<file path="src/hw/axil_pkg.sv">
package axil_pkg;

    localparam int addr_w     = 32;
    localparam int data_w     = 32;
    localparam int num_slaves = 16;
    localparam int sel_w      = 4;     // slave index from top address bits

    typedef logic [addr_w-1:0]   addr_t;
    typedef logic [data_w-1:0]   data_t;
    typedef logic [data_w/8-1:0] strb_t;
    typedef logic [1:0]          resp_t;
    typedef logic [sel_w-1:0]    slave_idx_t;

    localparam resp_t resp_okay = 2'b00;

    // one write request as the master presents it
    typedef struct packed {
        addr_t addr;
        data_t data;
        strb_t strb;
    } wr_req_t;

    typedef struct packed {
        addr_t awaddr;
        logic  awvalid;
        data_t wdata;
        strb_t wstrb;
        logic  wvalid;
    } s_wr_t;

    typedef struct packed {
        addr_t araddr;
        logic  arvalid;
        logic  rready;
    } s_rd_t;

    // everything a slave drives back
    typedef struct packed {
        logic  awready;
        logic  wready;
        logic  arready;
        data_t rdata;
        logic  rvalid;
    } s_rsp_t;

    typedef enum logic [1:0] {wr_idle, wr_send, wr_resp} wr_state_t;
    typedef enum logic [1:0] {rd_idle, rd_addr, rd_data, rd_resp} rd_state_t;

endpackage

</file>
<file path="src/hw/write_path.sv">
`timescale 1ns/1ps

module write_path import axil_pkg::*; (
    input  logic                    clk,
    input  logic                    rst,
    input  logic                    grant_valid,
    input  logic                    grant,
    input  wr_req_t                 m0_wr_req,
    input  wr_req_t                 m1_wr_req,
    input  logic                    m0_bready,
    input  logic                    m1_bready,
    input  s_rsp_t [num_slaves-1:0] s_rsp,
    output logic                    m0_wr_ready,
    output logic                    m1_wr_ready,
    output logic                    m0_bvalid,
    output logic                    m1_bvalid,
    output resp_t                   bresp,
    output s_wr_t  [num_slaves-1:0] s_wr,
    output logic                    done
);

    wr_state_t             state;
    wr_req_t               req_q;        // request forwarded to the slave
    logic                  aw_done_q;    // slave has taken the address
    logic                  w_done_q;     // slave has taken the data
    slave_idx_t            sel;
    logic [num_slaves-1:0] awvalid_vec;
    logic [num_slaves-1:0] wvalid_vec;
    logic                  take;
    logic                  aw_hs;
    logic                  w_hs;
    logic                  bready_sel;

    assign sel  = req_q.addr[addr_w-1 -: sel_w];
    assign take = (state == wr_idle) && grant_valid;

    // one-cycle accept pulse to the granted master
    assign m0_wr_ready = take && !grant;
    assign m1_wr_ready = take && grant;

    assign aw_hs = awvalid_vec[sel] && s_rsp[sel].awready;
    assign w_hs  = wvalid_vec[sel] && s_rsp[sel].wready;

    // grant is held by the arbiter until done, so it steers the response
    assign m0_bvalid  = (state == wr_resp) && !grant;
    assign m1_bvalid  = (state == wr_resp) && grant;
    assign bready_sel = grant ? m1_bready : m0_bready;
    assign bresp      = resp_okay;
    assign done       = (state == wr_resp) && bready_sel;

    always_comb begin
        for (int i = 0; i < num_slaves; i++) begin
            awvalid_vec[i]  = (state == wr_send) && !aw_done_q && (sel == slave_idx_t'(i));
            wvalid_vec[i]   = (state == wr_send) && !w_done_q && (sel == slave_idx_t'(i));
            s_wr[i].awaddr  = req_q.addr;
            s_wr[i].awvalid = awvalid_vec[i];
            s_wr[i].wdata   = req_q.data;
            s_wr[i].wstrb   = req_q.strb;
            s_wr[i].wvalid  = wvalid_vec[i];
        end
    end

    always_ff @(posedge clk) begin
        if (rst) begin
            state     <= wr_idle;
            aw_done_q <= 1'b0;
            w_done_q  <= 1'b0;
        end else begin
            case (state)
                wr_idle: begin
                    if (take) begin
                        state     <= wr_send;
                        aw_done_q <= 1'b0;
                        w_done_q  <= 1'b0;
                    end
                end
                wr_send: begin
                    if (aw_hs) begin
                        aw_done_q <= 1'b1;
                    end
                    if (w_hs) begin
                        w_done_q <= 1'b1;
                    end
                    // address and data may land in either order
                    if ((aw_done_q || aw_hs) && (w_done_q || w_hs)) begin
                        state <= wr_resp;
                    end
                end
                wr_resp: begin
                    if (bready_sel) begin
                        state <= wr_idle;    // response accepted
                    end
                end
                default: state <= wr_idle;
            endcase
        end
    end

    // captured on the wr_ready cycle
    always_ff @(posedge clk) begin
        if (take) begin
            req_q <= grant ? m1_wr_req : m0_wr_req;
        end
    end

    a_aw_onehot: assert property (
        @(posedge clk) disable iff (rst)
        $onehot0(awvalid_vec)
    );

    a_b_single: assert property (
        @(posedge clk) disable iff (rst)
        !(m0_bvalid && m1_bvalid)
    );

endmodule

</file>
<file path="config.mk">
export PLATFORM = sky130hd
export DESIGN_NAME = write_path
export DESIGN_NICKNAME = d
export VERILOG_FILES = /design/src/hw/axil_pkg.sv /design/src/hw/write_path.sv
export SDC_FILE = /design/constraint.sdc
export NUM_CORES = 1
export LEC_CHECK = 0
export BUFFER_PORTS_ARGS = -buffer_cell sky130_fd_sc_hd__buf_2
export CAP_MARGIN = 20
export CORE_AREA = 2 2 727 729
export CTS_CLUSTER_DIAMETER = 150
export CTS_CLUSTER_SIZE = 24
export DETAILED_ROUTE_END_ITERATION = 8
export DIE_AREA = 0 0 729 731
export PLACE_DENSITY_LB_ADDON = 0.2
export SYNTH_ARGS = -nofsm -noshare
export SYNTH_HDL_FRONTEND = slang
export SYNTH_SLANG_ARGS = --single-unit
</file>
<file path="constraint.sdc">
create_clock -name clk -period 2.95 [get_ports clk]
set_clock_uncertainty 0.2 [all_clocks]
set_input_delay 0.1475 -clock clk [delete_from_list [all_inputs] [get_ports clk]]
set_output_delay 0.1475 -clock clk [all_outputs]
set_load 0.02 [all_outputs]
</file>
==> results.json <==
{
  "status": "complete, no violations",
  "hp-start": "m0_bready",
  "rows": 267,
  "crit_path_max_incr_delay_ns": 0.37,
  "crit_start": "s_wr[68]",
  "timing.rr.start": "s_wr[67]",
  "timing.rr.end": "state[1]",
  "die-area_um2": 533000,
  "yosys_warnings": 0,
  "reg2regPathDepth": 6,
  "ys_seq_elements": 72,
  "fin_crit_sh": 0.909,
  "nets": 2514,
  "drtAntennaViolNets": 0,
  "clk_path_buf_depth": 3,
  "grt_setup_unrepaired": "no",
  "final-setup-viol-count": 0,
  "grt_first_pass_wirelength_um": 114000,
  "vias": 9670,
  "endpoint_kind": "primary output",
  "drtPass1Iterations": 4,
  "switching_share": 0.613,
  "grt_remaining_overflow": 0,
  "wl_per_cell_um": 11.4,
  "p_total_mw": 10.9,
  "worstPathArrival_ns": 2.34,
  "hold_viol": 0,
  "die_h_um": 731,
  "slowest_stage": "edfxtp_1",
  "vias_per_cell": 1.10,
  "routabilityCongestion": 0.591,
  "h-tree-depth": 3,
  "drv_cap": 0,
  "initial_core_util": 0.0214,
  "p_per_area_nw_per_um2": 508,
  "drive_gt1_frac": 0.829,
  "pin_count": 1845,
  "drt-total-wl_um": 101000,
  "sequentialPowerShare": 0.151,
  "finalSetupTns_ns": 0,
  "start_kind": "flip-flop",
  "p_leak_nw": 7.59,
  "critical_path_required_ns": 2.60,
  "grtUsageTotal": 0.0354,
  "worst-setup-path-type": "reg2out",
  "io_buffers": 1298,
  "dpl_cell_area_um2": 19700,
  "holdCritPathClass": "in2reg",
  "pwr-share-clk": 0.144,
  "antenna_found_initial": 39,
  "path_cells": "buf_4, inv_1, and2_1, nand2_2, buf_4, nor2_1, buf_2",
  "layout_commonest_cell": "buf_2",
  "worst_slew_pin_slew_ns": 0.958,
  "yosysSeqAreaShare": 0.188,
  "drv_slew": 0,
  "final_core_util": 0.0408,
  "grt_max_degree": 37,
  "fmax_mhz": 373,
  "area_growth_pct": 90.4,
  "cts_root_buf": "clkbuf_16",
  "syn-cell-area_um2": 11300,
  "slew_headroom": 0.362,
  "cp_max_fo": 8,
  "drc": 0,
  "dp_hpwl_um": 88300,
  "cts_tree": "built",
  "avgSynthCellArea_um2": 8.75,
  "peakVddDrop_v": 0.000260,
  "grt_pass1_vias": 8027,
  "drt_iter0_markers": 323,
  "die_w_um": 729,
  "clkLatencyLatePin_ns": 0.52,
  "endpoint": "s_wr[770]",
  "p_comb_frac": 0.705,
  "synth_cell_types": 25,
  "path_clk_slew_ns": 0.07,
  "fin_area_um2": 21500,
  "netSwitchingPower_mw": 6.68,
  "cp_common_cell": "buf_4",
  "clock-sinks": 72,
  "internal-power_mw": 4.22,
  "fin_crit_ns": 2.68,
  "core_um2": 526000,
  "r2r_setup_slack_ns": 0.74,
  "numCtsBuffers": 13,
  "final_cell_mix": "buf_2, dlygate4sd3_1, mux2_2, buf_4, edfxtp_1",
  "syn_inst": 1289
}
==> metrics by stage <==
step	setup slack, ns	hold slack (ns)	std cells
CTS	0.0178	0.0111	8792
global placement	0.521	0.195	8635
detailed placement	0.514	0.209	8635
finish	0.267	0.0545	8813
global route	0.0180	0.0944	8797
floorplan	0.448	0.0166	1290
==> metal layers <==
metal  part of all wire  vias to the layer above  GRT usage
met5                  0                        -          0
met4              0.025                        0    0.00924
met3              0.068                       90    0.00827
met2               0.50                     1026     0.0644
met1               0.41                     4483     0.0414
li1                   -                     4071          -
==> layout make-up <==
type / instances / area [µm²]
Fill cell: 62600 / 505000
Timing Repair Buffer: 1527 / 8760
Tap cell: 6994 / 8750
Sequential cell: 72 / 2120
Multi-Input combinational cell: 179 / 1420
Clock buffer: 13 / 325
Antenna cell: 21 / 52.6
Clock inverter: 4 / 22.5
Inverter: 3 / 16.3
==> sequential cells by signal, summed over array words and instances (netlist names) <==
name / cells
w_done_q: 1
state: 2
s_wr: 68
aw_done_q: 1
==> worst min path at each step <==
stage | end | slack (ns) | cells after the start
after floorplan | aw_done_q | 0.02 | 1
after global placement | w_done_q | 0.19 | 2
after detailed placement | w_done_q | 0.21 | 2
after CTS | state[0] | 0.01 | 5
after global routing | state[0] | 0.09 | 5
final | state[0] | 0.05 | 5
==> kinds of logic after synthesis <==
kind of cell | Yosys count | share of synthesized area
buffers and inverters | 1039 | 0.687
AOI/OAI and AO/OA | 16 | 0.00843
and+or+nand+nor | 75 | 0.0300
muxes | 86 | 0.0863
other | 1 | 0.000333
DFF | 72 | 0.188
==> cell usage after synthesis <==
| cell | instances | area, µm² |
|---|---|---|
| buf_4 | 1022 | 7670 |
| mux2_2 | 80 | 901 |
| edfxtp_1 | 68 | 2040 |
| nor2_1 | 43 | 161 |
| clkbuf_1 | 12 | 45.0 |
| nand2_1 | 10 | 37.5 |
| nand2b_1 | 9 | 56.3 |
| o22ai_1 | 6 | 37.5 |
| mux2i_1 | 5 | 50.1 |
| and2_1 | 4 | 25.0 |
| dfxtp_1 | 4 | 80.1 |
| o21ai_0 | 4 | 20.0 |
| a21oi_1 | 3 | 15.0 |
| inv_1 | 3 | 11.3 |
| nor3_1 | 3 | 15.0 |
| or2_2 | 3 | 18.8 |
| nor3b_1 | 2 | 15.0 |
| a211oi_1 | 1 | 7.51 |
| a32o_1 | 1 | 10.0 |
| and4_1 | 1 | 8.76 |
| buf_2 | 1 | 5.00 |
| buf_6 | 1 | 11.3 |
| conb_1 | 1 | 3.75 |
| mux4_2 | 1 | 22.5 |
| o21ai_1 | 1 | 5.00 |
==> worst max-delay path, delay by kind of cell, from the launching register on <==
family | cells | cell delay [ns]
DFF | 1 | 0.37
buffers and inverters | 4 | 0.90
and+or+nand+nor | 3 | 0.48
==> power groups by stage <==
stage / sequential (mW) / clock, mW / combinational, mW
2_1_floorplan: 2.02 / 0 / 5.96
3_3_place_gp: 1.70 / 0 / 7.92
3_5_place_dp: 1.70 / 0 / 7.83
4_1_cts: 1.68 / 1.79 / 8.02
5_1_grt: 1.70 / 1.77 / 8.29
6_report: 1.64 / 1.56 / 7.69
==> repair_timing <==
item | 4_1_cts | 5_1_grt
hold endpoints to repair | 77 | 0
setup buffers | 0 | 0
endpoints found under the setup margin | 4 | 1
gates resized for setup | 2 | 2
hold buffers | 140 | 0
(Power assumes the default switching activity.)
