### config.mk
export PLATFORM = sky130hd
export DESIGN_NAME = read_path
export DESIGN_NICKNAME = d
export VERILOG_FILES = /design/src/hw/axil_pkg.sv /design/src/hw/read_path.sv
export SDC_FILE = /design/constraint.sdc
export NUM_CORES = 1
export LEC_CHECK = 0
export ABC_AREA = 1
export ABC_CLOCK_PERIOD_IN_PS = 3200
export BUFFER_PORTS_ARGS = -buffer_cell sky130_fd_sc_hd__buf_4
export CORE_AREA = 2 2 481 483
export DETAILED_ROUTE_END_ITERATION = 8
export DIE_AREA = 0 0 483 485
export PLACE_DENSITY = 0.3
export SYNTH_ARGS = -nofsm -noshare
export SYNTH_HDL_FRONTEND = slang
export SYNTH_SLANG_ARGS = --single-unit
### constraint.sdc
create_clock -name clk -period 3.2 [get_ports clk]
set_input_delay 0.32 -clock clk [delete_from_list [all_inputs] [get_ports clk]]
set_output_delay 0.32 -clock clk [all_outputs]
set_load 0.03 [all_outputs]
### src/hw/axil_pkg.sv
package axil_pkg;

    localparam int addr_w     = 32;
    localparam int data_w     = 32;
    localparam int num_slaves = 16;
    localparam int sel_w      = 4;     // slave index from top address bits

    typedef logic [addr_w-1:0]   addr_t;
    typedef logic [data_w-1:0]   data_t;
    typedef logic [data_w/8-1:0] strb_t;
    typedef logic [1:0]          resp_t;
    typedef logic [sel_w-1:0]    slave_idx_t;

    localparam resp_t resp_okay = 2'b00;

    // one write request as the master presents it
    typedef struct packed {
        addr_t addr;
        data_t data;
        strb_t strb;
    } wr_req_t;

    typedef struct packed {
        addr_t awaddr;
        logic  awvalid;
        data_t wdata;
        strb_t wstrb;
        logic  wvalid;
    } s_wr_t;

    typedef struct packed {
        addr_t araddr;
        logic  arvalid;
        logic  rready;
    } s_rd_t;

    // everything a slave drives back
    typedef struct packed {
        logic  awready;
        logic  wready;
        logic  arready;
        data_t rdata;
        logic  rvalid;
    } s_rsp_t;

    typedef enum logic [1:0] {wr_idle, wr_send, wr_resp} wr_state_t;
    typedef enum logic [1:0] {rd_idle, rd_addr, rd_data, rd_resp} rd_state_t;

endpackage

### src/hw/read_path.sv
`timescale 1ns/1ps

module read_path import axil_pkg::*; (
    input  logic                    clk,
    input  logic                    rst,
    input  logic                    grant_valid,
    input  logic                    grant,
    input  addr_t                   m0_araddr,
    input  addr_t                   m1_araddr,
    input  logic                    m0_rready,
    input  logic                    m1_rready,
    input  s_rsp_t [num_slaves-1:0] s_rsp,
    output logic                    m0_arready,
    output logic                    m1_arready,
    output logic                    m0_rvalid,
    output logic                    m1_rvalid,
    output data_t                   rdata,
    output resp_t                   rresp,
    output s_rd_t  [num_slaves-1:0] s_rd,
    output logic                    done
);

    rd_state_t             state;
    addr_t                 addr_q;       // address forwarded to the slave
    slave_idx_t            sel_q;        // slave serving this read
    logic                  mst_q;        // master that gets the data
    data_t                 rdata_q;
    logic [num_slaves-1:0] arvalid_vec;
    logic [num_slaves-1:0] rready_vec;
    logic                  take;
    addr_t                 araddr_sel;
    logic                  ar_hs;
    logic                  r_hs;
    logic                  rready_sel;

    assign take       = (state == rd_idle) && grant_valid;
    assign araddr_sel = grant ? m1_araddr : m0_araddr;

    assign m0_arready = take && !grant;
    assign m1_arready = take && grant;

    assign ar_hs = arvalid_vec[sel_q] && s_rsp[sel_q].arready;
    assign r_hs  = rready_vec[sel_q] && s_rsp[sel_q].rvalid;

    assign m0_rvalid  = (state == rd_resp) && !mst_q;
    assign m1_rvalid  = (state == rd_resp) && mst_q;
    assign rready_sel = mst_q ? m1_rready : m0_rready;
    assign rdata      = rdata_q;
    assign rresp      = resp_okay;
    assign done       = (state == rd_resp) && rready_sel;

    always_comb begin
        for (int i = 0; i < num_slaves; i++) begin
            arvalid_vec[i]  = (state == rd_addr) && (sel_q == slave_idx_t'(i));
            rready_vec[i]   = (state == rd_data) && (sel_q == slave_idx_t'(i));
            s_rd[i].araddr  = addr_q;
            s_rd[i].arvalid = arvalid_vec[i];
            s_rd[i].rready  = rready_vec[i];
        end
    end

    always_ff @(posedge clk) begin
        if (rst) begin
            state <= rd_idle;
        end else begin
            case (state)
                rd_idle: begin
                    if (take) begin
                        state <= rd_addr;
                    end
                end
                rd_addr: begin
                    if (ar_hs) begin
                        state <= rd_data;
                    end
                end
                rd_data: begin
                    if (r_hs) begin
                        state <= rd_resp;    // data valid to master next cycle
                    end
                end
                rd_resp: begin
                    if (rready_sel) begin
                        state <= rd_idle;
                    end
                end
                default: state <= rd_idle;
            endcase
        end
    end

    always_ff @(posedge clk) begin
        if (take) begin
            addr_q <= araddr_sel;
            sel_q  <= araddr_sel[addr_w-1 -: sel_w];
            mst_q  <= grant;
        end
        if (r_hs) begin
            rdata_q <= s_rsp[sel_q].rdata;
        end
    end

    a_rready_onehot: assert property (
        @(posedge clk) disable iff (rst)
        $onehot0(rready_vec)
    );

endmodule

==> results.cfg, run 1 <==
[synth]
synth_cell_type_count = 23
syn_area_per_cell_um2 = 6.69
synth.area.mux_share_pct = 0.0915
yosys.area_share.adder_pct = 0.572
synth_xor_area_share_pct = 0
synth_simple_gate_area_share_pct = 32.4
yosys_warnings = 0
synth_top_family_by_area = buffers and inverters
synth_compound_area_share_pct = 9.03
syn-cell-area_um2 = 10900
synth-seq-area-share_pct = 18.2
ys_ff_latch = 67
postSynthCellCount = 1635

[final_layout]
layout-drive-gt1-share_pct = 55.2
final_nets = 2947
stdcell_area_um2 = 20500
area_growth_pct = 87.4
multi_input_area_um2 = 4650
finalNonFillerCells = 5342
regArea_um2 = 1990
n_fill_cell = 27000

[placed_design]
hpwlAfterDp_um = 93600
place_inst = 5311
place.gp.congestion = 0.852
placed_area_um2 = 20200
dp_slack_ps = 413
numPortBuffers = 1194

[timing]
fmax_mhz = 361
setup_slack_ps = 428
fin_skew_ps = 14.8
setup-violations-final = 0
finalWorstPathRequiredPeriod_ps = 2770
hold_viol_final = 0
worst_slew_pin_slew_ps = 1010
setup_tns_ps = 0
rsz0062_at_grt = false
slew_violations = 0
fin_crit_sh_pct = 86.6
slew_headroom_pct = 32.5

[critical_path]
crit_family = buffers and inverters
required_ps = 2880
cpPeakStageDelay_ps = 550
arrival_ps = 2450
critPathBufInv = 3
worstSetupEndpointType = output pin
r2r_start = addr_q[28]$_DFFE_PP_
critPathLaunchType = flop
worstSetupStartpoint = addr_q[31]$_DFFE_PP_
crit_path_top_delay_cell = edfxtp_1
reg2reg_slack_ps = 540
critPathMostFrequentCell = buf_4
crit_chain = buf_4, nor2_4, inv_1, nor3_1, buf_4
crit_fanout = 16
critical_path_class = flop to output pin

[power]
p_leak_nw = 9.03
total_power_mw = 13.5
peakVddDrop_uv = 283
seq_power_share_pct = 14.1
combPwrFrac_pct = 76.8
switching_share_pct = 60.6
internal-power_mw = 5.31
clock_power_share_pct = 9.1
power.density_nw_per_um2 = 659
power_switching_mw = 8.18

[die]
rows = 176
core_area_um2 = 229000
die_h_um = 485
initial_core_util_pct = 4.77
io_pins = 1229
die-width_um = 483
fp.dieArea_um2 = 234000

[clocking]
hold_buffers = 0
root_buffer = clkbuf_16
htreeDepth = 3
cts-resized-gates = 0
clock_sinks = 67
cts_tree = yes
clk_latency_ps = 440
cts_made_buffers = 9
cts_setup_buffers = 0
cts_buffer_depth = 2
cts.clk_slew.worst_paths_ps = 70

[routing]
ant_nets = 0
wl_per_cell_um = 20.2
num_vias = 14200
drt_wl_total_um = 108000
vias_per_cell = 2.66
drc = 0
drt_first_iter_violations = 802
dr.pass1.iters = 5

[job]
maxCapViolCount = 0

[worst_hold_path]
min_from = m0_araddr[23]
holdCritPathClass = primary input to flop

[global_routing]
antenna_found_initial = 54
grt_use_total_pct = 8.83
grt_max_degree = 101
gr-total-overflow = 0
first_global_vias = 14000
grt_pass1_wl_um = 136000

[status]
status = finished, final reports clean
[cell usage after synthesis]
cell type  count  area share, %
dfxtp_1        2           0.37
clkinv_1       1          0.034
nand2_1      317             11
nand4_1       33            1.9
inv_2          4           0.14
ha_1           5           0.57
nand2_2        1          0.057
a21oi_1        1          0.046
conb_1         1          0.034
o21ai_0        1          0.046
buf_2         52            2.4
o21ai_2        1          0.080
o21bai_1       1          0.069
edfxtp_1      65             18
inv_1         48            1.6
buf_4        489             34
nand3_1      386             18
mux2i_1        1          0.092
nor2_1        13           0.45
a22oi_1      128            8.8
buf_6          1           0.10
clkbuf_1      52            1.8
nor3_1        32            1.5
[final cells by class]
| type | count | share of cell area, % |
|---|---|---|
| multi-input combinational | 922 | 22.7 |
| clock buffer | 9 | 1.10 |
| timing repair buffer | 1243 | 46.5 |
| inverter | 53 | 1.02 |
| tap | 3026 | 18.5 |
| clock inverter | 6 | 0.281 |
| sequential | 67 | 9.72 |
| antenna | 16 | 0.195 |
[path summary, 6_finish.rpt]
kind,depth (start not counted),endpoint
setup / recovery,5,s_rd[69]
hold / removal,3,addr_q[23]$_DFFE_PP_
setup reg to reg,9,rdata[14]$_DFFE_PP_
hold reg to reg,2,state[0]$_SDFFE_PP0P_
[through the flow]
stage          util, %  hold WS [ps]
2_1_floorplan        -           419
3_3_place_gp      8.81           559
3_5_place_dp      8.81           569
4_1_cts           8.93          66.8
5_1_grt           8.94          92.3
6_report          8.95           149
[tightest hold or removal path, stage by stage]
cell,delay (ps)
buf_4,80
nand2_1,40
nand2_1,40
[cell families after synthesis]
family          after synthesis
compound gates              132
flops                        67
mux                           1
buf+inv                     647
fa+ha+maj                     5
simple gates                782
other cells                   1
[flip-flops by register name, summed over array words and instances, names as in the netlist]
signal / flops
mst_q: 1
state: 2
rdata: 32
addr_q: 32
[power by group through the flow]
stage               sequential [mW]  combinational [mW]  clock [mW]
floorplan                      2.07                7.01           0
global placement               1.92                10.6           0
detailed placement             1.93                10.6           0
CTS                            1.92                10.6        1.35
global route                   1.96                10.9        1.34
finish                         1.90                10.4        1.23
[cells in the final DEF, fill, tap and decap left out, types with 3 or more instances in the layout]
cell,n
nand4_1,33
diode_2,16
nor2_4,5
clkbuf_16,9
clkinv_1,3
buf_4,1227
a22oi_1,128
inv_1,46
edfxtp_1,65
nand2_1,317
nor2_1,8
inv_2,4
nand3_1,386
nor3_1,32
buf_12,16
ha_1,5
[routing by layer]
| metal | vias up | wire length [um] | track usage [%] | part of all wire (%) |
|---|---|---|---|---|
| met5 | - | 94 | 0 | 0.087 |
| met4 | 14 | 2740 | 2.52 | 2.5 |
| met3 | 113 | 8630 | 2.88 | 8.0 |
| met2 | 941 | 56000 | 16.2 | 52 |
| met1 | 6694 | 40500 | 9.61 | 37 |
| li1 | 6432 | - | - | - |
No activity file was read; power rests on OpenSTA's default activity.
==> run 2: changes to the inputs <==
--- a/config.mk
+++ b/config.mk
@@ -5,7 +5,7 @@
 export SDC_FILE = /design/constraint.sdc
 export NUM_CORES = 1
 export LEC_CHECK = 0
-export ABC_AREA = 1
+export ABC_AREA = 0
 export ABC_CLOCK_PERIOD_IN_PS = 3200
 export BUFFER_PORTS_ARGS = -buffer_cell sky130_fd_sc_hd__buf_4
 export CORE_AREA = 2 2 481 483
==> run 2 against run 1 <==
Count of clock-buffer cells in the layout grew 2. Worst setup slack improved by 200 ps. Total power fell by 17%. Flip-flop and latch count unchanged.
==> results.cfg, run 2 <==
[synth]
ys_ff_latch = 67
postSynthCellCount = 881
netlist.top_cell.by_area = buf_4
synth_cell_type_count = 37
syn_area_per_cell_um2 = 12.4
synth_flop_cell = edfxtp_1
syn-cell-area_um2 = 10900
synth_top_area_share_pct = 33.2
synth_edf_count = 65
synth_most_common_cell = buf_4
postSynth.asyncResetShare_pct = 0
yosys_warnings = 0
synth_commonest_cells = 483 x buf_4, 94 x mux4_1, 74 x mux4_2
synth-seq-area-share_pct = 18.2
ys_top_cells_by_area = buf_4 33%, mux4_1 23%, edfxtp_1 18%, mux4_2 15%, mux2_2 3.3%

[timing]
fin_crit_sh_pct = 80.4
setup_tns_ps = 0
rsz0062_at_grt = false
fmax_mhz = 389
setup-violations-final = 0
worst_slew_pin_slew_ps = 971
fin_skew_ps = 28.6
finalWorstPathRequiredPeriod_ps = 2570
hold_viol_final = 0
slew_headroom_pct = 35.3
slew_violations = 0

[clocking]
root_buffer = clkbuf_16
cts-resized-gates = 0
hold_buffers = 0
cts_made_buffers = 9
cts_tree = yes
clock_sinks = 67
clk_latency_ps = 460
cts.clk_slew.worst_paths_ps = 100
cts_buffer_depth = 2
htreeDepth = 3
cts_setup_buffers = 0

[status]
status = finished, final reports clean

[critical_path]
required_ps = 3350
worstSetupEndpointType = flop
critical_path_class = flop to flop
crit_fanout = 16
arrival_ps = 2720
critPathLaunchType = flop

[die]
core_area_um2 = 229000
die-width_um = 483
io_pins = 1229
fp.dieArea_um2 = 234000
die_h_um = 485
rows = 176
initial_core_util_pct = 4.77

[global_routing]
grt_max_degree = 44
first_global_vias = 10500
antenna_found_initial = 98
gr-total-overflow = 0
grt_pass1_wl_um = 121000
grt_use_total_pct = 8.17

[final_layout]
regArea_um2 = 1990
n_fill_cell = 26600
final_nets = 2240
post-route-util_pct = 8.91
multi_input_area_um2 = 4940
layout-drive-gt1-share_pct = 84.9
mostFrequentLayoutCells = 1219 x buf_4, 94 x mux4_1, 74 x mux4_2, 65 x edfxtp_1, 33 x nor2_1
area_growth_pct = 86.7
layout_commonest_cell = buf_4

[routing]
ant_nets = 0
dr.pass1.iters = 5
num_vias = 10300
drt_wl_total_um = 99700
vias_per_cell = 2.22
drc = 0
wl_per_cell_um = 21.5
drt_first_iter_violations = 374

[worst_hold_path]
holdCritPathClass = primary input to flop

[placed_design]
place.gp.congestion = 0.856
numPortBuffers = 1194
hpwlAfterDp_um = 90200

[power]
total_power_mw = 11.2
peakVddDrop_uv = 306
p_leak_nw = 8.50
power.density_nw_per_um2 = 549

[job]
maxCapViolCount = 0
[run 2: changes by cell type after synthesis, sizes merged, moves of 3 or more]
| cell | previous run | this run |
|---|---|---|
| nand4 | 33 | 0 |
| nor3 | 32 | 1 |
| buf | 542 | 516 |
| nand2b | 0 | 3 |
| clkbuf | 52 | 15 |
| nor2 | 13 | 33 |
| nand3 | 386 | 2 |
| inv | 52 | 6 |
| mux2 | 0 | 32 |
| mux4 | 0 | 168 |
| nor2b | 0 | 5 |
| a22oi | 128 | 1 |
| nand2 | 318 | 6 |
[run 2: where the power goes]
| group | switching [mW] | internal, mW |
|---|---|---|
| clock | 0.657 | 0.551 |
| sequential | 0.450 | 1.24 |
| combinational | 4.97 | 3.33 |
| total | 6.07 | 5.12 |
[run 2: final cells by class]
| class | instances | share of cell area, % |
|---|---|---|
| timing repair buffer | 1227 | 45.7 |
| antenna | 24 | 0.294 |
| clock inverter | 5 | 0.184 |
| sequential | 67 | 9.77 |
| tap | 3026 | 18.6 |
| multi-input combinational | 278 | 24.2 |
| inverter | 6 | 0.117 |
| clock buffer | 11 | 1.19 |
[run 2: cell families after synthesis]
kind of cell / synth area share, %
other cells: 0.0343
fa+ha+maj: 0.573
flops: 18.2
compound gates: 0.550
buf+inv: 36.6
mux: 41.4
simple gates: 2.56
[run 2: metrics by stage]
| step | std cells | worst slack [ps] | hold WS [ps] | instance area, um2 |
|---|---|---|---|---|
| 6_report | 4644 | 628 | 136 | 20400 |
| 5_1_grt | 4631 | 497 | 67.9 | 20400 |
| 4_1_cts | 4620 | 539 | 36.6 | 20300 |
| 3_5_place_dp | 4604 | 588 | 501 | 20100 |
| 3_3_place_gp | 4604 | 593 | 497 | 20100 |
| 2_1_floorplan | 882 | 432 | 419 | 10900 |
[run 2: worst paths after layout]
path | from | cells past startpoint | endpoint | slack [ps]
worst max-delay path | addr_q[28]$_DFFE_PP_ | 7 | rdata[25]$_DFFE_PP_ | 630
worst max register to register | addr_q[28]$_DFFE_PP_ | 7 | rdata[25]$_DFFE_PP_ | 630
worst min register to register | state[1]$_SDFFE_PP0P_ | 2 | state[1]$_SDFFE_PP0P_ | 510
worst min-delay path | rst | 3 | state[0]$_SDFFE_PP0P_ | 140
[run 2: routing by layer]
metal / routed length [um] / track usage [%] / vias to the layer above / share of wire, %
met4: 3010 / 2.62 / 56 / 3.0
met5: 366 / 0 / - / 0.37
met1: 30300 / 7.21 / 4898 / 30
met3: 10100 / 3.73 / 185 / 10
li1: - / - / 4282 / -
met2: 55800 / 16.1 / 871 / 56
[run 2: worst max-delay path, cell delays in order (launching register included)]
cell and delay [ps]:
edfxtp_1 390, buf_12 170, buf_4 290, mux4_1 590
mux2i_1 160, a211o_1 270, clkinv_2 90, buf_4 230
